===== config.mk =====
export PLATFORM = sky130hd
export DESIGN_NAME = anti_theft_top
export DESIGN_NICKNAME = d
export VERILOG_FILES = /design/src/source/antitheft_pkg.sv /design/src/source/anti_theft_fsm.sv /design/src/source/anti_theft_top.sv /design/src/source/fuel_pump_fsm.sv /design/src/source/input_conditioner.sv /design/src/source/interval_timer.sv /design/src/source/switch_debounce.sv /design/src/source/time_parameter_store.sv
export SDC_FILE = /design/constraint.sdc
export NUM_CORES = 1
export LEC_CHECK = 0
export ABC_AREA = 1
export ABC_CLOCK_PERIOD_IN_PS = 1300
export BUFFER_PORTS_ARGS = -buffer_cell sky130_fd_sc_hd__buf_4
export CAP_MARGIN = 25
export CORE_MARGIN = 2
export CORE_UTILIZATION = 58
export DETAILED_ROUTE_END_ITERATION = 10
export PLACE_DENSITY = 0.79
export SLEW_MARGIN = 20
export SYNTH_ARGS = -nofsm -noshare
export SYNTH_HDL_FRONTEND = slang
export SYNTH_HIERARCHICAL = 1
export SYNTH_SLANG_ARGS = --single-unit

===== constraint.sdc =====
create_clock -name clock_25mhz -period 1.3 [get_ports clock_25mhz]
set_input_delay 0.13 -clock clock_25mhz [delete_from_list [all_inputs] [get_ports clock_25mhz]]
set_output_delay 0.13 -clock clock_25mhz [all_outputs]
set_load 0.005 [all_outputs]

===== src/source/antitheft_pkg.sv =====
package antitheft_pkg;

   ////////////////////////////////////////
   // switch vector layout
   ////////////////////////////////////////
   localparam int NUM_SWITCHES      = 12;
   localparam int SW_BRAKE          = 0;
   localparam int SW_HIDDEN         = 1;
   localparam int SW_DRIVER_DOOR    = 2;
   localparam int SW_PASSENGER_DOOR = 3;
   localparam int SW_IGNITION       = 4;
   localparam int SW_REPROGRAM      = 5;
   localparam int SW_SELECT_LO      = 6;
   localparam int SW_SELECT_HI      = 7;
   // value bits run upward from here
   localparam int SW_VALUE_LO       = 8;

   ////////////////////////////////////////
   // time parameters
   ////////////////////////////////////////
   localparam int TIME_WIDTH = 4;

   localparam logic [1:0] INTERVAL_ARM_DELAY       = 2'd0;
   localparam logic [1:0] INTERVAL_DRIVER_DELAY    = 2'd1;
   localparam logic [1:0] INTERVAL_PASSENGER_DELAY = 2'd2;
   localparam logic [1:0] INTERVAL_ALARM_ON        = 2'd3;

   // alarm on 10, passenger 15, driver 8, arm 6
   localparam logic [4*TIME_WIDTH-1:0] DEFAULT_PARAMETERS = 16'hAF86;

   // flat word for the reset load, fields indexed by selector code
   typedef union packed {
      logic [4*TIME_WIDTH-1:0]       word;
      logic [3:0][TIME_WIDTH-1:0]    field;
   } time_parameters_t;

   typedef enum logic [2:0] {
      armed, triggered, sound_alarm, expiring_alarm,
      disarmed, disarmed_ignition_off, disarmed_door_open, disarmed_arming
   } theft_state_t;

   typedef enum logic [1:0] {off, blinking, steady} lamp_mode_t;

   typedef enum logic [1:0] {pump_off, restore_start, restore, latch_on} fuel_state_t;

endpackage


===== src/source/anti_theft_fsm.sv =====
`timescale 1ns/10ps

module anti_theft_fsm
(
   input  logic       clock_25mhz,
   input  logic       reset_sync,
   input  logic       ignition,
   input  logic       driver_door,
   input  logic       passenger_door,
   input  logic       reprogram,
   input  logic       expired,
   input  logic       second_tick,
   output logic       start_timer,
   output logic [1:0] interval,
   output logic       alarm,
   output logic       status_lamp
);

   import antitheft_pkg::*;

   theft_state_t state;
   theft_state_t next_state;
   lamp_mode_t   lamp_mode;
   logic         launch;
   logic [1:0]   launch_interval;
   logic         any_door;

   assign any_door = driver_door || passenger_door;

   ////////////////////////////////////////
   // next state and timer launch
   ////////////////////////////////////////
   always_comb
   begin
      next_state      = state;
      launch          = 1'b0;
      launch_interval = interval;
      if (ignition)
      begin
         // ignition wins over everything
         next_state = disarmed;
      end
      else
      begin
         case (state)
            armed:
            begin
               if (driver_door)
               begin
                  next_state      = triggered;
                  launch          = 1'b1;
                  launch_interval = INTERVAL_DRIVER_DELAY;
               end
               else if (passenger_door)
               begin
                  next_state      = triggered;
                  launch          = 1'b1;
                  launch_interval = INTERVAL_PASSENGER_DELAY;
               end
            end
            triggered:
               if (expired) next_state = sound_alarm;
            sound_alarm:
            begin
               if (!any_door)
               begin
                  next_state      = expiring_alarm;
                  launch          = 1'b1;
                  launch_interval = INTERVAL_ALARM_ON;
               end
            end
            expiring_alarm:
            begin
               if (expired)
                  next_state = armed;
               else if (any_door)
                  next_state = sound_alarm;
            end
            disarmed:
               next_state = disarmed_ignition_off;
            disarmed_ignition_off:
               if (driver_door) next_state = disarmed_door_open;
            disarmed_door_open:
            begin
               // driver has left and shut the door
               if (!driver_door)
               begin
                  next_state      = disarmed_arming;
                  launch          = 1'b1;
                  launch_interval = INTERVAL_ARM_DELAY;
               end
            end
            disarmed_arming:
            begin
               if (any_door)
                  next_state = disarmed;
               else if (expired)
                  next_state = armed;
            end
            default:
               next_state = armed;
         endcase
      end
   end

   // lamp mode of the state being entered
   always_comb
   begin
      case (next_state)
         armed:                                     lamp_mode = blinking;
         triggered, sound_alarm, expiring_alarm:    lamp_mode = steady;
         default:                                   lamp_mode = off;
      endcase
   end

   ////////////////////////////////////////
   // state and registered outputs
   ////////////////////////////////////////
   always_ff @(posedge clock_25mhz)
   begin
      if (reset_sync || reprogram)
      begin
         state       <= armed;
         start_timer <= 1'b0;
         interval    <= INTERVAL_ARM_DELAY;
         alarm       <= 1'b0;
         status_lamp <= 1'b0;
      end
      else
      begin
         state       <= next_state;
         start_timer <= launch;
         if (launch)
            interval <= launch_interval;
         alarm <= (next_state == sound_alarm) || (next_state == expiring_alarm);
         case (lamp_mode)
            off:      status_lamp <= 1'b0;
            steady:   status_lamp <= 1'b1;
            default:
               // half period of one second
               if (second_tick) status_lamp <= !status_lamp;
         endcase
      end
   end

endmodule


===== src/source/anti_theft_top.sv =====
`timescale 1ns/10ps

module anti_theft_top
#(
   parameter int TICKS_PER_SECOND = 25_000_000,
   parameter int DEBOUNCE_CYCLES  = 250_000
)
(
   input  logic                                 clock_25mhz,
   input  logic                                 reset_sync,
   input  logic                                 brake_button,
   input  logic                                 hidden_button,
   input  logic                                 driver_door_button,
   input  logic                                 passenger_door_button,
   input  logic                                 ignition_switch,
   input  logic                                 reprogram_button,
   input  logic [1:0]                           select_switches,
   input  logic [antitheft_pkg::TIME_WIDTH-1:0] value_switches,
   output logic                                 alarm,
   output logic                                 status_lamp,
   output logic                                 fuel_pump_power,
   output logic [antitheft_pkg::TIME_WIDTH-1:0] countdown
);

   import antitheft_pkg::*;

   logic [NUM_SWITCHES-1:0] raw_switches;
   logic [NUM_SWITCHES-1:0] synced_switches;
   logic [NUM_SWITCHES-1:0] clean_switches;
   logic                    start_timer;
   logic [1:0]              interval;
   logic [TIME_WIDTH-1:0]   selected_time;
   logic                    second_tick;
   logic                    expired;

   ////////////////////////////////////////
   // switch inputs
   ////////////////////////////////////////
   assign raw_switches[SW_BRAKE]                     = brake_button;
   assign raw_switches[SW_HIDDEN]                    = hidden_button;
   assign raw_switches[SW_DRIVER_DOOR]               = driver_door_button;
   assign raw_switches[SW_PASSENGER_DOOR]            = passenger_door_button;
   assign raw_switches[SW_IGNITION]                  = ignition_switch;
   assign raw_switches[SW_REPROGRAM]                 = reprogram_button;
   assign raw_switches[SW_SELECT_HI:SW_SELECT_LO]    = select_switches;
   assign raw_switches[SW_VALUE_LO +: TIME_WIDTH]    = value_switches;

   input_conditioner input_conditioner_inst (.clock_25mhz, .raw_switches, .synced_switches);

   // one debouncer per switch
   for (genvar i = 0; i < NUM_SWITCHES; i++)
   begin : g_debounce
      switch_debounce #(.DEBOUNCE_CYCLES(DEBOUNCE_CYCLES)) switch_debounce_inst
      (
         .clock_25mhz, .reset_sync, .noisy(synced_switches[i]), .clean(clean_switches[i])
      );
   end

   ////////////////////////////////////////
   // timing and controllers
   ////////////////////////////////////////
   time_parameter_store time_parameter_store_inst
   (
      .clock_25mhz, .reset_sync, .reprogram(clean_switches[SW_REPROGRAM]),
      .select(clean_switches[SW_SELECT_HI:SW_SELECT_LO]),
      .new_value(clean_switches[SW_VALUE_LO +: TIME_WIDTH]), .interval, .selected_time
   );

   interval_timer #(.TICKS_PER_SECOND(TICKS_PER_SECOND)) interval_timer_inst
   (
      .clock_25mhz, .reset_sync, .start_timer, .load_value(selected_time),
      .second_tick, .expired, .countdown
   );

   anti_theft_fsm anti_theft_fsm_inst
   (
      .clock_25mhz, .reset_sync, .ignition(clean_switches[SW_IGNITION]),
      .driver_door(clean_switches[SW_DRIVER_DOOR]),
      .passenger_door(clean_switches[SW_PASSENGER_DOOR]),
      .reprogram(clean_switches[SW_REPROGRAM]), .expired, .second_tick,
      .start_timer, .interval, .alarm, .status_lamp
   );

   fuel_pump_fsm fuel_pump_fsm_inst
   (
      .clock_25mhz, .reset_sync, .ignition(clean_switches[SW_IGNITION]),
      .hidden_switch(clean_switches[SW_HIDDEN]), .brake(clean_switches[SW_BRAKE]),
      .fuel_pump_power
   );

endmodule


===== src/source/fuel_pump_fsm.sv =====
`timescale 1ns/10ps

module fuel_pump_fsm
(
   input  logic clock_25mhz,
   input  logic reset_sync,
   input  logic ignition,
   input  logic hidden_switch,
   input  logic brake,
   output logic fuel_pump_power
);

   import antitheft_pkg::*;

   fuel_state_t state;
   fuel_state_t next_state;

   always_comb
   begin
      next_state = state;
      case (state)
         pump_off:
            if (ignition) next_state = restore_start;
         restore_start:
         begin
            // hidden switch with brake held is the unlock
            if (!ignition)
               next_state = pump_off;
            else if (hidden_switch && brake)
               next_state = restore;
         end
         restore:
            next_state = latch_on;
         default:
            if (!ignition) next_state = pump_off;
      endcase
   end

   always_ff @(posedge clock_25mhz)
   begin
      if (reset_sync)
      begin
         state           <= pump_off;
         fuel_pump_power <= 1'b0;
      end
      else
      begin
         state           <= next_state;
         fuel_pump_power <= (next_state == restore) || (next_state == latch_on);
      end
   end

endmodule


===== src/source/input_conditioner.sv =====
`timescale 1ns/10ps

module input_conditioner
(
   input  logic                                   clock_25mhz,
   input  logic [antitheft_pkg::NUM_SWITCHES-1:0] raw_switches,
   output logic [antitheft_pkg::NUM_SWITCHES-1:0] synced_switches
);

   import antitheft_pkg::*;

   // first stage may go metastable
   logic [NUM_SWITCHES-1:0] sync_stage;

   ////////////////////////////////////////
   // two-flop synchronizer per bit
   ////////////////////////////////////////
   always_ff @(posedge clock_25mhz)
   begin
      sync_stage      <= raw_switches;
      synced_switches <= sync_stage;
   end

endmodule


===== src/source/interval_timer.sv =====
`timescale 1ns/10ps

module interval_timer
#(
   parameter int TICKS_PER_SECOND = 25_000_000
)
(
   input  logic                                 clock_25mhz,
   input  logic                                 reset_sync,
   input  logic                                 start_timer,
   input  logic [antitheft_pkg::TIME_WIDTH-1:0] load_value,
   output logic                                 second_tick,
   output logic                                 expired,
   output logic [antitheft_pkg::TIME_WIDTH-1:0] countdown
);

   import antitheft_pkg::*;

   localparam int DIV_WIDTH = $clog2(TICKS_PER_SECOND + 1);

   logic [DIV_WIDTH-1:0] div_count;
   // high between a start and its expiry
   logic                 running;

   ////////////////////////////////////////
   // one-second divider, realigned on start
   ////////////////////////////////////////
   always_ff @(posedge clock_25mhz)
   begin
      if (reset_sync || start_timer)
      begin
         div_count   <= '0;
         second_tick <= 1'b0;
      end
      else if (div_count == DIV_WIDTH'(TICKS_PER_SECOND - 1))
      begin
         div_count   <= '0;
         second_tick <= 1'b1;
      end
      else
      begin
         div_count   <= div_count + 1'b1;
         second_tick <= 1'b0;
      end
   end

   ////////////////////////////////////////
   // countdown
   ////////////////////////////////////////
   always_ff @(posedge clock_25mhz)
   begin
      expired <= 1'b0;
      if (reset_sync)
      begin
         countdown <= '0;
         running   <= 1'b0;
      end
      else if (start_timer)
      begin
         countdown <= load_value;
         running   <= 1'b1;
      end
      else if (second_tick && running)
      begin
         if (countdown == '0)
         begin
            // first tick at zero ends the interval
            expired <= 1'b1;
            running <= 1'b0;
         end
         else
         begin
            countdown <= countdown - TIME_WIDTH'(1);
         end
      end
   end

endmodule


===== src/source/switch_debounce.sv =====
`timescale 1ns/10ps

module switch_debounce
#(
   parameter int DEBOUNCE_CYCLES = 250_000
)
(
   input  logic clock_25mhz,
   input  logic reset_sync,
   input  logic noisy,
   output logic clean
);

   localparam int COUNT_WIDTH = $clog2(DEBOUNCE_CYCLES + 1);

   // last sampled level and how long it has held
   logic                   sampled;
   logic [COUNT_WIDTH-1:0] stable_count;

   always_ff @(posedge clock_25mhz)
   begin
      if (reset_sync)
      begin
         sampled      <= noisy;
         clean        <= noisy;
         stable_count <= '0;
      end
      else if (noisy != sampled)
      begin
         // any bounce restarts the count
         sampled      <= noisy;
         stable_count <= '0;
      end
      else if (stable_count == COUNT_WIDTH'(DEBOUNCE_CYCLES))
      begin
         clean <= sampled;
      end
      else
      begin
         stable_count <= stable_count + 1'b1;
      end
   end

endmodule


===== src/source/time_parameter_store.sv =====
`timescale 1ns/10ps

module time_parameter_store
(
   input  logic                                 clock_25mhz,
   input  logic                                 reset_sync,
   input  logic                                 reprogram,
   input  logic [1:0]                           select,
   input  logic [antitheft_pkg::TIME_WIDTH-1:0] new_value,
   input  logic [1:0]                           interval,
   output logic [antitheft_pkg::TIME_WIDTH-1:0] selected_time
);

   import antitheft_pkg::*;

   time_parameters_t parameters;

   ////////////////////////////////////////
   // parameter register
   ////////////////////////////////////////
   always_ff @(posedge clock_25mhz)
   begin
      if (reset_sync)
      begin
         // whole word at once
         parameters.word <= DEFAULT_PARAMETERS;
      end
      else if (reprogram)
      begin
         parameters.field[select] <= new_value;
      end
   end

   // read side follows interval directly
   // so the timer loads it with start_timer
   assign selected_time = parameters.field[interval];

endmodule


==> results of run 1 <==
-- worst min-delay path by stage --
stage | from | endpoint | slack (ns) | cells past startpoint
floorplan | brake_button | input_conditioner_inst/sync_stage[0] | 0.16 | 0
detailed placement | value_switches[0] | input_conditioner_inst/sync_stage[8] | 0.24 | 1
CTS | reset_sync | interval_timer_inst/running | 0.005 | 3
finish | reset_sync | interval_timer_inst/countdown[2] | 0.03 | 3
global route | reset_sync | interval_timer_inst/countdown[2] | 0.02 | 3
global placement | passenger_door_button | input_conditioner_inst/sync_stage[3] | 0.24 | 1
-- cell usage in the layout, fill, tap and decap left out, drive strengths merged, types with 12 or more instances in the layout --
| master | count |
|---|---|
| o21ai | 118 |
| xor2 | 31 |
| ha | 26 |
| o21bai | 26 |
| mux2 | 12 |
| buf | 345 |
| nand4 | 71 |
| clkinv | 29 |
| a21oi | 187 |
| inv | 245 |
| dfxtp | 298 |
| dlygate4sd3 | 12 |
| clkbuf | 51 |
| nand2 | 562 |
| nor2 | 477 |
| nand3b | 26 |
| nand3 | 219 |
| edfxtp | 24 |
-- flip-flops by register name, summed over array words and instances (netlist names) --
signal / cells
anti_theft_fsm_inst/alarm: 1
anti_theft_fsm_inst/status_lamp: 1
g_debounce.switch_debounce_inst/sampled: 12
anti_theft_fsm_inst/start_timer: 1
fuel_pump_fsm_inst/state: 2
time_parameter_store_inst/parameters: 16
interval_timer_inst/div_count: 25
g_debounce.switch_debounce_inst/stable_count: 216
input_conditioner_inst/synced_switches: 12
g_debounce.switch_debounce_inst/clean: 12
anti_theft_fsm_inst/state: 3
interval_timer_inst/running: 1
interval_timer_inst/second_tick: 1
interval_timer_inst/countdown: 4
interval_timer_inst/expired: 1
input_conditioner_inst/sync_stage: 12
anti_theft_fsm_inst/interval: 2
-- tightest hold or removal path: cells and delay by family --
family,cells,cell delay (ns)
compound gates,1,0.06
buf+inv,2,0.29
-- power groups by stage --
| stage | Combinational, µW | Sequential, µW | Clock (µW) |
|---|---|---|---|
| 2_1_floorplan | 933 | 10600 | 0 |
| 4_1_cts | 1710 | 10500 | 10700 |
| 6_report | 2140 | 10500 | 10700 |
| 3_3_place_gp | 1420 | 10700 | 0 |
| 3_5_place_dp | 1480 | 10700 | 0 |
| 5_1_grt | 2300 | 10500 | 11200 |
-- area by class of cell --
type / count / area share (%)
multi-input combinational: 1776 / 45.3
sequential: 322 / 30.1
timing repair buffer: 357 / 12.4
clock buffer: 51 / 4.70
inverter: 266 / 4.66
tap: 384 / 2.11
clock inverter: 13 / 0.769
-- layer usage --
layer,global-route usage (%),vias to the layer above
met4,10.2,0
met2,49.1,884
met3,3.62,266
met1,31.9,8459
met5,0,-
li1,-,8531
-- synthesized netlist by cell type (all sizes together) --
cell type | instances | share of area [%]
nand3 | 219 | 7.3
a21oi | 187 | 5.6
o211ai | 8 | 0.36
clkbuf | 2 | 0.060
nand2 | 559 | 13
o21bai | 26 | 1.2
inv | 233 | 5.2
nand3b | 26 | 1.2
edfxtp | 24 | 4.3
dfxtp | 298 | 36
or2 | 1 | 0.037
nand4 | 71 | 2.7
ha | 26 | 1.9
buf | 22 | 1.3
mux2 | 12 | 0.81
xor2 | 31 | 1.6
xnor2 | 8 | 0.42
o21ai | 118 | 3.6
clkinv | 33 | 0.82
o21a | 1 | 0.045
nor3 | 3 | 0.16
nor2 | 477 | 12
-- cells by family (layout without fill, tap and decap cells) --
kind of cell	Yosys count	count (layout)	share of synthesized area, %
adder cells (fa/ha/maj)	26	26	1.94
AO/OA/AOI/OAI	340	340	10.7
buffers and inverters	290	687	7.41
multiplexers	12	12	0.808
XOR/XNOR	39	39	2.04
AND/OR/NAND/NOR	1356	1359	37.1
flip-flops	322	322	40.0
-- per-stage QoR --
stage | utilization [%] | setup TNS, ns | total power, µW | hold slack [ns] | cell area, µm²
after floorplan | - | 0 | 11500 | 0.158 | 16700
after global placement | 66.6 | -0.124 | 12100 | 0.235 | 19000
after detailed placement | 66.6 | -2.16 | 12100 | 0.236 | 19000
after CTS | 73.7 | -0.00787 | 22900 | 0.00542 | 21000
after global routing | 79.8 | -10.84 | 24100 | 0.0216 | 22800
final | 79.8 | -3.85 | 23400 | 0.0299 | 22800
-- what timing repair did --
item                                    in CTS  in global routing
endpoints found under the hold margin       12                  0
hold buffers                                12                  0
gates resized for setup                    107                453
buffers inserted                            41                 44
endpoints found under the setup margin      71                196
cloned                                       2                  2
pin swaps                                   46                147
==> flow_summary_export.csv, run 1 <==
group,metric,value,unit
route,wl_per_cell,16.1,µm
setup_path,crit_family,"simple AND/OR/NAND/NOR gates",
finish,seqCellArea,6860,µm²
global_route,grt_pass1_vias,16400,
logic_synthesis,synth-seq-cells,322,
global_route,grtUsageTotal,26.9,%
setup_path,cp_common_cell,"nand2_1",
sta,max_freq,674,MHz
die,core-area,28500,µm²
placed_design,dpl.hpwl,28.6,mm
logic_synthesis,ys_seq_area_share,40.0,%
sta,final.setup_skew,0.0207,ns
route,antenna_left,0,
route,drt_first_iter_violations,1758,
worst_hold_path,hp-class,"in2reg",
pwr,clock_power_share,45.8,%
logic_synthesis,synthCells,2385,
pwr,power_leakage,0.00828,µW
clock_tree,cts_sinks,322,
finish,final_cells,3169,
finish,multiInputGateArea,10300,µm²
clock_tree,htree_levels,2,
sta,period_share,114,%
sta,worst_pin_slew,0.465,ns
setup_path,worstPathMaxFanout,3,
placed_design,io_buffers,20,
flow_run,max-cap-violations,0,
route,top_layer,"met4",
sta,slew_violations,0,
setup_path,max_stage_delay,0.36,ns
die,ios,21,
placed_design,dp.cells,3011,
logic_synthesis,synth_nets,2425,
sta,rsz0062_at_grt,"true",
finish,nets,2799,
status,outcome,"finished, violations left",
sta,fin_crit,1.48,ns
setup_path,crit_chain,"nand2_1 -> buf_4 -> nor2_1 -> nand2_1 -> o21ai_1 -> a21oi_1",
die,rows,62,
logic_synthesis,syn_area,16700,µm²
setup_path,r2r_cells,6,
finish,fill_cells,1753,
logic_synthesis,yosys_warnings,6,
status,violations,"negative setup slack",
setup_path,crit_buf_inv,1,
pwr,intPower,17800,µW
finish,drive_above_1_share,36.2,%
route,routedLengthMet1,19.3,mm
logic_synthesis,synth.avg_cell_area,7.01,µm²
die,dieHeight,174,µm
global_route,grt_max_degree,24,
clock_tree,max-clock-path-buffers,3,
sta,setup_ws,-0.184,ns
setup_path,cp_slowest_cell,"dfxtp_1",
placed_design,place.gp.congestion,0.918,
sta,finalHoldViolations,0,
route,drc_errors,0,
die,fp.dieW,174,µm
pwr,ir_drop,1.13,mV
setup_path,crit_required,1.69,ns
clock_tree,cts-buffers-inserted,36,
placed_design,dp_slack,-0.0766,ns
setup_path,cp-end-kind,"register",
logic_synthesis,ys_types,34,
route,routed_wl,50.9,mm
setup_path,crit_type,"reg2reg",
finish,area_growth_syn_to_layout,36.2,%
route,dr.pass1.iters,6,
sta,maxSlewHeadroom,69.0,%
global_route,antenna_found_initial,0,
finish,num_antenna_cells,0,
die,die_area,30200,µm²
clock_tree,clkSlewWorstSetupHoldPaths,0.06,ns
setup_path,start_kind,"register",
global_route,grt_first_pass_wirelength,70.5,mm
pwr,comb_power_share,9.2,%
setup_path,cp_num_cells,6,
pwr,p_sw_share,24.0,%
setup_path,r2r_slack,-0.18,ns
route,vias_per_cell,5.72,
pwr,p_seq_share,45.0,%
setup_path,crit_arrival,1.87,ns
route,vias,18100,
global_route,grt.overflow.total,0,
clock_tree,cts_tree,"built",
clock_tree,insertion_delay,0.52,ns
sta,finalSetupViolations,52,
pwr,p_sw,5620,µW
route,dr_wl_met3,3.25,mm
clock_tree,clock-root-buffer,"clkbuf_16",
pwr,p_per_area,1030,nW/µm²
die,start_util,58.6,%
route,dr_wl_met2,25.8,mm
Note: power is estimated with default switching activity, not from simulation.
==> run 2, diff against run 1 <==
--- a/config.mk
+++ b/config.mk
@@ -5,14 +5,14 @@
 export SDC_FILE = /design/constraint.sdc
 export NUM_CORES = 1
 export LEC_CHECK = 0
-export ABC_AREA = 1
 export ABC_CLOCK_PERIOD_IN_PS = 1300
 export BUFFER_PORTS_ARGS = -buffer_cell sky130_fd_sc_hd__buf_4
 export CAP_MARGIN = 25
 export CORE_MARGIN = 2
-export CORE_UTILIZATION = 58
+export CORE_UTILIZATION = 59
+export CTS_BUF_LIST = sky130_fd_sc_hd__clkbuf_8
 export DETAILED_ROUTE_END_ITERATION = 10
-export PLACE_DENSITY = 0.79
+export PLACE_DENSITY = 0.8
 export SLEW_MARGIN = 20
 export SYNTH_ARGS = -nofsm -noshare
 export SYNTH_HDL_FRONTEND = slang
==> run 2 against run 1 <==
Against the previous run:
- the flow now stops in global routing
- synthesized area shrank 9.5%
- synthesized cell count fell by 34%
==> flow_summary_export.csv, run 2 <==
group,metric,value,unit
status,outcome,"did not finish",
status,lastStage,"global routing",
status,error,"[ERROR GRT-0232] Routing congestion too high. Check the congestion heatmap in the GUI.",
logic_synthesis,synth-seq-cells,322,
placed_design,dpl.hpwl,25.9,mm
clock_tree,cts_sinks,322,
placed_design,place.gp.congestion,0.825,
clock_tree,clock-root-buffer,"clkbuf_8",
placed_design,io_buffers,20,
logic_synthesis,synth.most_common_cell,"dfxtp_1",
global_route,grt.overflow.total,2218,
die,start_util,60.1,%
placed_design,dp.cells,2322,
sta,endpoint_type,"register input",
logic_synthesis,yosys_most_used_dff,"dfxtp_1",
logic_synthesis,ys_seq_area_share,44.2,%
logic_synthesis,synth_commonest_cells,"dfxtp_1 (298), nor2_1 (196), nand2_1 (121)",
global_route,grtUsageTotal,98.9,%
logic_synthesis,synth_top_area_share,39.4,%
sta,grt-worst-endpoint,"g_debounce[6].switch_debounce_inst/stable_count[1]$_SDFFE_PP0P_/D",
logic_synthesis,syn_area,15100,µm²
logic_synthesis,synthTopCellsByArea,"dfxtp_1 (39%), xor2_1 (6.0%), nor2_1 (4.9%)",
logic_synthesis,synth.avg_cell_area,9.59,µm²
logic_synthesis,synth_nets,1617,
die,ios,21,
clock_tree,max-clock-path-buffers,3,
logic_synthesis,yosys.area.top_type,"dfxtp_1",
logic_synthesis,synth-edff-count,24,
global_route,grt_max_degree,39,
clock_tree,htree_levels,2,
die,rows,58,
logic_synthesis,ys_types,68,
placed_design,dp_slack,-0.550,ns
die,fp.dieW,164,µm
logic_synthesis,synthCells,1577,
logic_synthesis,yosys_warnings,6,
die,dieHeight,164,µm
clock_tree,cts-buffers-inserted,53,
logic_synthesis,async_flop_share,0,%
==> run 2: cell count changes after synthesis, sizes merged, moves of 29 or more <==
cell / before / now
nor4: 0 / 42
o21ai: 118 / 30
inv: 233 / 32
and4: 0 / 40
nand3: 219 / 96
o31ai: 0 / 32
or4: 0 / 32
a21oi: 187 / 65
mux2i: 0 / 29
xnor2: 8 / 54
nor2: 477 / 196
nand2: 559 / 121
or3: 0 / 41
xor2: 31 / 104
==> run 2: metrics by stage <==
stage / hold slack (ns) / util, % / setup TNS, ns / instance area (µm²)
2_1_floorplan: 0.158 / - / -18.69 / 16000
3_3_place_gp: 0.234 / 77.7 / -33.22 / 19600
3_5_place_dp: 0.236 / 77.7 / -40.22 / 19600
4_1_cts: 0.0594 / 88.9 / -34.76 / 22400
==> run 2: cells by family after synthesis <==
family                   count (synthesis)  share of synthesized area, %
XOR/XNOR                               158                          9.15
AO/OA/AOI/OAI                          169                          6.90
buffers and inverters                   78                          2.21
adder cells (fa/ha/maj)                 26                          2.15
flip-flops                             322                          44.2
AND/OR/NAND/NOR                        766                          30.9
multiplexers                            58                          4.50
==> run 2: layer usage <==
layer / GRT overflow / GRT usage [%]
met5: 7 / 43.4
met4: 514 / 115
met3: 20 / 74.1
met2: 1657 / 130
met1: 20 / 87.0
==> run 2: timing repair <==
action,4_1_cts
cloned,1
pin swaps,165
setup buffers,78
gates resized for setup,263
hold endpoints to repair,12
endpoints found under the setup margin,249
hold buffers,12
==> run 3, diff against run 2 <==
--- a/config.mk
+++ b/config.mk
@@ -5,14 +5,13 @@
 export SDC_FILE = /design/constraint.sdc
 export NUM_CORES = 1
 export LEC_CHECK = 0
-export ABC_CLOCK_PERIOD_IN_PS = 1300
+export ABC_CLOCK_PERIOD_IN_PS = 1700
 export BUFFER_PORTS_ARGS = -buffer_cell sky130_fd_sc_hd__buf_4
 export CAP_MARGIN = 25
 export CORE_MARGIN = 2
-export CORE_UTILIZATION = 59
-export CTS_BUF_LIST = sky130_fd_sc_hd__clkbuf_8
+export CORE_UTILIZATION = 40
 export DETAILED_ROUTE_END_ITERATION = 10
-export PLACE_DENSITY = 0.8
+export PLACE_DENSITY_LB_ADDON = 0.15
 export SLEW_MARGIN = 20
 export SYNTH_ARGS = -nofsm -noshare
 export SYNTH_HDL_FRONTEND = slang
==> constraint.sdc (replaced) <==
create_clock -name clock_25mhz -period 1.7 [get_ports clock_25mhz]
set_input_delay 0.17 -clock clock_25mhz [delete_from_list [all_inputs] [get_ports clock_25mhz]]
set_output_delay 0.17 -clock clock_25mhz [all_outputs]
set_load 0.005 [all_outputs]
==> run 3 against run 2 <==
Against the previous run:
- the flow now finishes, with violations (negative setup slack)
- synthesized area stayed put
- synthesized cell count unchanged
==> flow_summary_export.csv, run 3 <==
group,metric,value,unit
placed_design,io_buffers,20,
clock_tree,max-clock-path-buffers,3,
clock_tree,insertion_delay,0.54,ns
worst_hold_path,hp-start,"reset_sync",
route,routed_wl,31.4,mm
finish,multiInputGateArea,8450,µm²
setup_path,cp-end-kind,"register",
global_route,grtUsageTotal,16.1,%
global_route,antenna_found_initial,0,
finish,final_cells,2366,
logic_synthesis,synth_nets,1617,
pwr,comb_power_share,5.1,%
die,dieHeight,198,µm
setup_path,crit_type,"reg2reg",
route,antenna_left,0,
finish,seqCellArea,6790,µm²
setup_path,r2r_end,"interval_timer_inst/div_count[21]",
sta,fin_tns_setup,-0.136,ns
sta,period_share,102,%
placed_design,dpl.hpwl,21.2,mm
sta,maxSlewHeadroom,66.5,%
route,dr_wl_met2,14.5,mm
finish,num_antenna_cells,0,
setup_path,reg2reg_from,"interval_timer_inst/div_count[17]",
finish,nets,1866,
pwr,p_sw,3850,µW
route,vias_per_cell,5.07,
status,outcome,"finished, violations left",
clock_tree,clkSlewWorstSetupHoldPaths,0.06,ns
logic_synthesis,synth-seq-cells,322,
pwr,p_seq_share,47.3,%
pwr,ir_drop,0.583,mV
pwr,p_per_area,881,nW/µm²
die,start_util,40.4,%
worst_hold_path,hp-class,"in2reg",
route,dr.pass1.iters,4,
worst_hold_path,hold_end,"interval_timer_inst/countdown[2]",
setup_path,cp_slowest_cell,"or4_4",
pwr,power_leakage,0.00702,µW
finish,postLayoutCoreUtil,51.1,%
logic_synthesis,async_flop_share,0,%
logic_synthesis,synthTopCellsByArea,"dfxtp_1 (39%), xor2_1 (6.0%), nor2_1 (4.9%)",
logic_synthesis,synthCells,1577,
die,rows,71,
finish,fill_cells,3554,
logic_synthesis,synth.avg_cell_area,9.59,µm²
placed_design,dp.cells,2251,
finish,layout_commonest_cell,"dfxtp_1",
global_route,grt_max_degree,41,
logic_synthesis,yosys_most_used_dff,"dfxtp_1",
worst_hold_path,hold_depth,2,
logic_synthesis,yosys.area.top_type,"dfxtp_1",
setup_path,crit_chain,"nand2_1 -> or4_4 -> or4_4 -> a21oi_2",
sta,worst_hold_slack,0.103,ns
logic_synthesis,yosys_warnings,6,
logic_synthesis,synth_commonest_cells,"dfxtp_1 (298), nor2_1 (196), nand2_1 (121)",
finish,area_growth_syn_to_layout,26.6,%
finish,top_register,"g_debounce.switch_debounce_inst/stable_count",
logic_synthesis,synth-edff-count,24,
global_route,grt.overflow.total,0,
clock_tree,cts_sinks,322,
die,die_area,39400,µm²
setup_path,r2r_slack,-0.03,ns
pwr,intPower,13000,µW
route,top_layer,"met4",
die,core-area,37500,µm²
route,drc_errors,0,
route,dr_wl_met3,1.02,mm
finish,largest_reg_flops,216,
global_route,grt_first_pass_wirelength,53.4,mm
logic_synthesis,ys_seq_area_share,44.2,%
clock_tree,htree_levels,2,
sta,final.setup_skew,0.0101,ns
setup_path,r2r_cells,4,
setup_path,crit_arrival,2.21,ns
finish,reg_top3,"g_debounce.switch_debounce_inst/stable_count (216), interval_timer_inst/div_count (25), time_parameter_store_inst/parameters (16)",
logic_synthesis,ys_types,68,
clock_tree,cts_tree,"built",
clock_tree,cts-buffers-inserted,39,
logic_synthesis,synth.most_common_cell,"dfxtp_1",
sta,setup_ws,-0.0346,ns
finish,most-common-layout-cells,"dfxtp_1 (234), buf_4 (220), nor2_1 (196), nand2_1 (121), xor2_1 (104)",
sta,finalSetupViolations,8,
sta,max_freq,577,MHz
pwr,clock_power_share,47.6,%
placed_design,place.gp.congestion,0.778,
sta,fin_crit,1.73,ns
pwr,p_sw_share,22.8,%
status,violations,"negative setup slack",
setup_path,crit_required,2.17,ns
die,fp.dieW,198,µm
sta,rsz0062_at_grt,"true",
flow_run,max-cap-violations,0,
route,drt_first_iter_violations,437,
route,vias,12000,
logic_synthesis,syn_area,15100,µm²
setup_path,cp_common_cell,"or4_4",
route,routedLengthMet1,15.4,mm
die,ios,21,
sta,slew_violations,0,
route,wl_per_cell,13.3,µm
clock_tree,clock-root-buffer,"clkbuf_16",
sta,worst_pin_slew,0.503,ns
setup_path,worstPathMaxFanout,6,
logic_synthesis,synth_top_area_share,39.4,%
setup_path,start_kind,"register",
sta,finalHoldViolations,0,
global_route,grt_pass1_vias,11500,
setup_path,max_stage_delay,0.59,ns
placed_design,dp_slack,-0.136,ns
finish,drive_above_1_share,28.1,%
==> run 3: how the worst max path moves through the flow <==
stage                                           start                                end  slack (ns)  cells after the start
finish              interval_timer_inst/div_count[17]  interval_timer_inst/div_count[21]       -0.03                      4
global route        interval_timer_inst/div_count[11]  interval_timer_inst/div_count[19]       -0.10                      4
CTS                 interval_timer_inst/div_count[11]  interval_timer_inst/div_count[21]       -0.04                      4
detailed placement  interval_timer_inst/div_count[14]  interval_timer_inst/div_count[21]       -0.14                      4
global placement    interval_timer_inst/div_count[14]  interval_timer_inst/div_count[21]       -0.11                      4
floorplan           interval_timer_inst/div_count[12]  interval_timer_inst/div_count[20]       -0.05                      5
==> run 3: area by class of cell <==
type,count,area share [%]
Timing Repair Buffer,241,9.78
Inverter,44,0.862
Multi-Input combinational cell,1178,44.1
Clock inverter,15,0.549
Sequential cell,322,35.4
Tap cell,511,3.34
Clock buffer,55,5.94
==> run 3: kinds of logic (layout without fill, tap and decap cells) <==
logic type	count (synthesis)	count (layout)	synth area share, %
AO/OA/AOI/OAI	169	169	6.90
multiplexers	58	58	4.50
XOR/XNOR	158	158	9.15
flip-flops	322	322	44.2
buffers and inverters	78	355	2.21
adder cells (fa/ha/maj)	26	26	2.15
AND/OR/NAND/NOR	766	767	30.9
==> run 3: repair_timing <==
action,CTS,global route
gates resized for setup,30,113
endpoints found under the hold margin,12,0
pin swaps,18,38
buffers inserted,9,23
cloned,1,0
setup endpoints to repair,26,61
hold buffers,12,0
==> run 3: critical path, delay by kind of cell (launching register included) <==
kind | cells | cell delay [ns]
AO/OA/AOI/OAI | 1 | 0.12
flip-flops | 1 | 0.34
AND/OR/NAND/NOR | 3 | 1.22
==> run 3: routing by layer <==
layer | vias to the layer above | track usage, %
met1 | 5612 | 21.1
met3 | 49 | 3.44
li1 | 6227 | -
met5 | - | 0
met2 | 111 | 26.7
met4 | 0 | 4.59
==> run 3: metrics by stage <==
stage / power (µW) / area, µm²
finish: 16900 / 19200
global route: 17600 / 19200
CTS: 17200 / 18600
detailed placement: 8970 / 17100
global placement: 8950 / 17100
floorplan: 8640 / 15200
==> run 3: power by group through the flow <==
stage / Sequential (µW) / Combinational [µW] / Clock [µW]
2_1_floorplan: 8100 / 538 / 0
3_3_place_gp: 8150 / 804 / 0
3_5_place_dp: 8150 / 818 / 0
4_1_cts: 7980 / 853 / 8340
5_1_grt: 8010 / 961 / 8650
6_report: 7980 / 853 / 8040
==> run 4, diff against run 3 <==
--- a/config.mk
+++ b/config.mk
@@ -12,8 +12,8 @@
 export CORE_UTILIZATION = 40
 export DETAILED_ROUTE_END_ITERATION = 10
 export PLACE_DENSITY_LB_ADDON = 0.15
-export SLEW_MARGIN = 20
 export SYNTH_ARGS = -nofsm -noshare
 export SYNTH_HDL_FRONTEND = slang
 export SYNTH_HIERARCHICAL = 1
 export SYNTH_SLANG_ARGS = --single-unit
+export TNS_END_PERCENT = 10
==> run 4 against run 3 <==
Against the previous run:
- the run still ends with negative setup slack left
- non-clock buffer count is 23 lower
- cell area fell by 1.9%
- clock power is 2.6% higher
- setup slack worse by 0.028 ns
- cell count shrank 0.97%
- global-route usage fell by 0.37 points
- combinational power fell by 0.5%
- count of clock-buffer cells in the layout is 5 higher
- sequential power about the same
- utilization fell by 0.98 points
- via count decreased by 0.73%
- largest power group unchanged
==> flow_summary_export.csv, run 4 (synthesis results as in run 3) <==
group,metric,value,unit
status,outcome,"finished, violations left",
status,violations,"negative setup slack",
sta,final.setup_skew,0.0121,ns
clock_tree,insertion_delay,0.53,ns
finish,num_antenna_cells,0,
setup_path,crit_family,"simple AND/OR/NAND/NOR gates",
sta,maxSlewHeadroom,69.3,%
setup_path,crit_buf_inv,0,
global_route,grtUsageTotal,15.7,%
sta,max_freq,567,MHz
finish,seqCellArea,6730,µm²
route,drc_errors,0,
finish,largest_reg_flops,216,
route,antenna_left,0,
finish,nets,1843,
finish,area_growth_syn_to_layout,24.2,%
setup_path,cp_num_cells,3,
route,wl_per_cell,13.1,µm
finish,layout_commonest_cell,"dfxtp_1",
global_route,antenna_found_initial,0,
clock_tree,max-clock-path-buffers,3,
die,dieHeight,198,µm
sta,finalHoldViolations,0,
pwr,p_per_area,910,nW/µm²
global_route,grt_first_pass_wirelength,52.7,mm
placed_design,place.gp.congestion,0.781,
die,fp.dieW,198,µm
flow_run,max-cap-violations,0,
route,drt_first_iter_violations,338,
route,routedLengthMet1,15.0,mm
finish,top_register,"g_debounce.switch_debounce_inst/stable_count",
pwr,ir_drop,0.598,mV
sta,period_share,104,%
route,top_layer,"met4",
route,dr_wl_met3,852,µm
sta,setup_ws,-0.0628,ns
global_route,grt_max_degree,38,
setup_path,start_kind,"register",
sta,finalSetupViolations,7,
setup_path,crit_arrival,2.18,ns
clock_tree,clock-root-buffer,"clkbuf_16",
sta,rsz0062_at_grt,"true",
route,dr_wl_met2,14.1,mm
finish,multiInputGateArea,8290,µm²
die,start_util,40.4,%
setup_path,crit_chain,"or4b_4 -> nor4_4 -> mux2_2",
clock_tree,cts-buffers-inserted,39,
sta,fin_crit,1.76,ns
die,ios,21,
setup_path,max_stage_delay,0.55,ns
setup_path,worstPathMaxFanout,4,
setup_path,crit_required,2.12,ns
finish,postLayoutCoreUtil,50.1,%
die,rows,71,
worst_hold_path,hp-class,"in2reg",
finish,fill_cells,3497,
placed_design,dp_slack,-0.130,ns
route,routed_wl,30.6,mm
setup_path,r2r_cells,3,
finish,drive_above_1_share,24.3,%
worst_hold_path,hold_depth,2,
global_route,grt_pass1_vias,11500,
setup_path,cp_slowest_cell,"or4b_4",
finish,most-common-layout-cells,"dfxtp_1 (269), buf_4 (204), nor2_1 (196), nand2_1 (121), xor2_1 (104)",
finish,reg_top3,"g_debounce.switch_debounce_inst/stable_count (216), interval_timer_inst/div_count (25), time_parameter_store_inst/parameters (16)",
route,vias_per_cell,5.08,
clock_tree,cts_tree,"built",
die,die_area,39400,µm²
sta,slew_violations,0,
clock_tree,cts_sinks,322,
sta,worst_pin_slew,0.461,ns
pwr,power_leakage,0.00682,µW
placed_design,io_buffers,20,
die,core-area,37500,µm²
clock_tree,clkSlewWorstSetupHoldPaths,0.06,ns
route,dr.pass1.iters,4,
placed_design,dpl.hpwl,21.4,mm
clock_tree,htree_levels,2,
setup_path,cp-end-kind,"register",
global_route,grt.overflow.total,0,
route,vias,11900,
setup_path,crit_type,"reg2reg",
run 4: repair_timing:
item | 4_1_cts | 5_1_grt
setup endpoints to repair | 25 | 63
endpoints found under the hold margin | 12 | 0
buffers inserted | 0 | 4
hold buffers | 12 | 0
pin swaps | 4 | 7
cloned | 0 | 1
resized for setup | 9 | 52
run 4: final cells by class:
type,count,area share (%)
Clock buffer,60,6.16
Multi-Input combinational cell,1178,44.1
Tap cell,511,3.40
Inverter,44,0.879
Sequential cell,322,35.8
Clock inverter,10,0.659
Timing Repair Buffer,218,8.96
run 4: worst reg2reg max path: stages (launching register included):
cell and delay, ns:
dfxtp_2 0.34, or4b_4 0.55, nor4_4 0.39, mux2_2 0.38
run 4: routing by layer:
metal  vias to the layer above  track usage (%)
met5                         -                0
met4                         0             5.64
met3                        46             2.64
met2                        93             26.2
met1                      5586             20.5
li1                       6187                -
run 4: metrics by stage:
step                      total power (µW)  instance area, µm²  hold WS [ns]  cells  setup TNS, ns
final                                17100               18800        0.0920   2343         -0.227
after global routing                 17900               18800         0.106   2343          -1.51
after global placement                8960               17100         0.275   2256         -0.761
after floorplan                       8640               15200         0.198   1577        -0.0877
after detailed placement              8980               17100         0.276   2256         -0.954
after CTS                            17400               18600        0.0525   2338         -0.241
run 4: report_power, final:
part	total [µW]	internal (µW)	switching (µW)	leakage [µW]
Combinational	849	393	457	0.00352
Sequential	7990	7830	167	0.00267
Clock	8250	5130	3120	0.000631
Total	17100	13300	3740	0.00682
run 4: final timing paths:
| check | start | to | slack, ns |
|---|---|---|---|
| setup reg to reg | register | register | -0.06 |
| setup / recovery | register | register | -0.06 |
| hold reg to reg | input_conditioner_inst/sync_stage[1] | input_conditioner_inst/synced_switches[1] | 0.32 |
| hold / removal | reset_sync | interval_timer_inst/running | 0.09 |
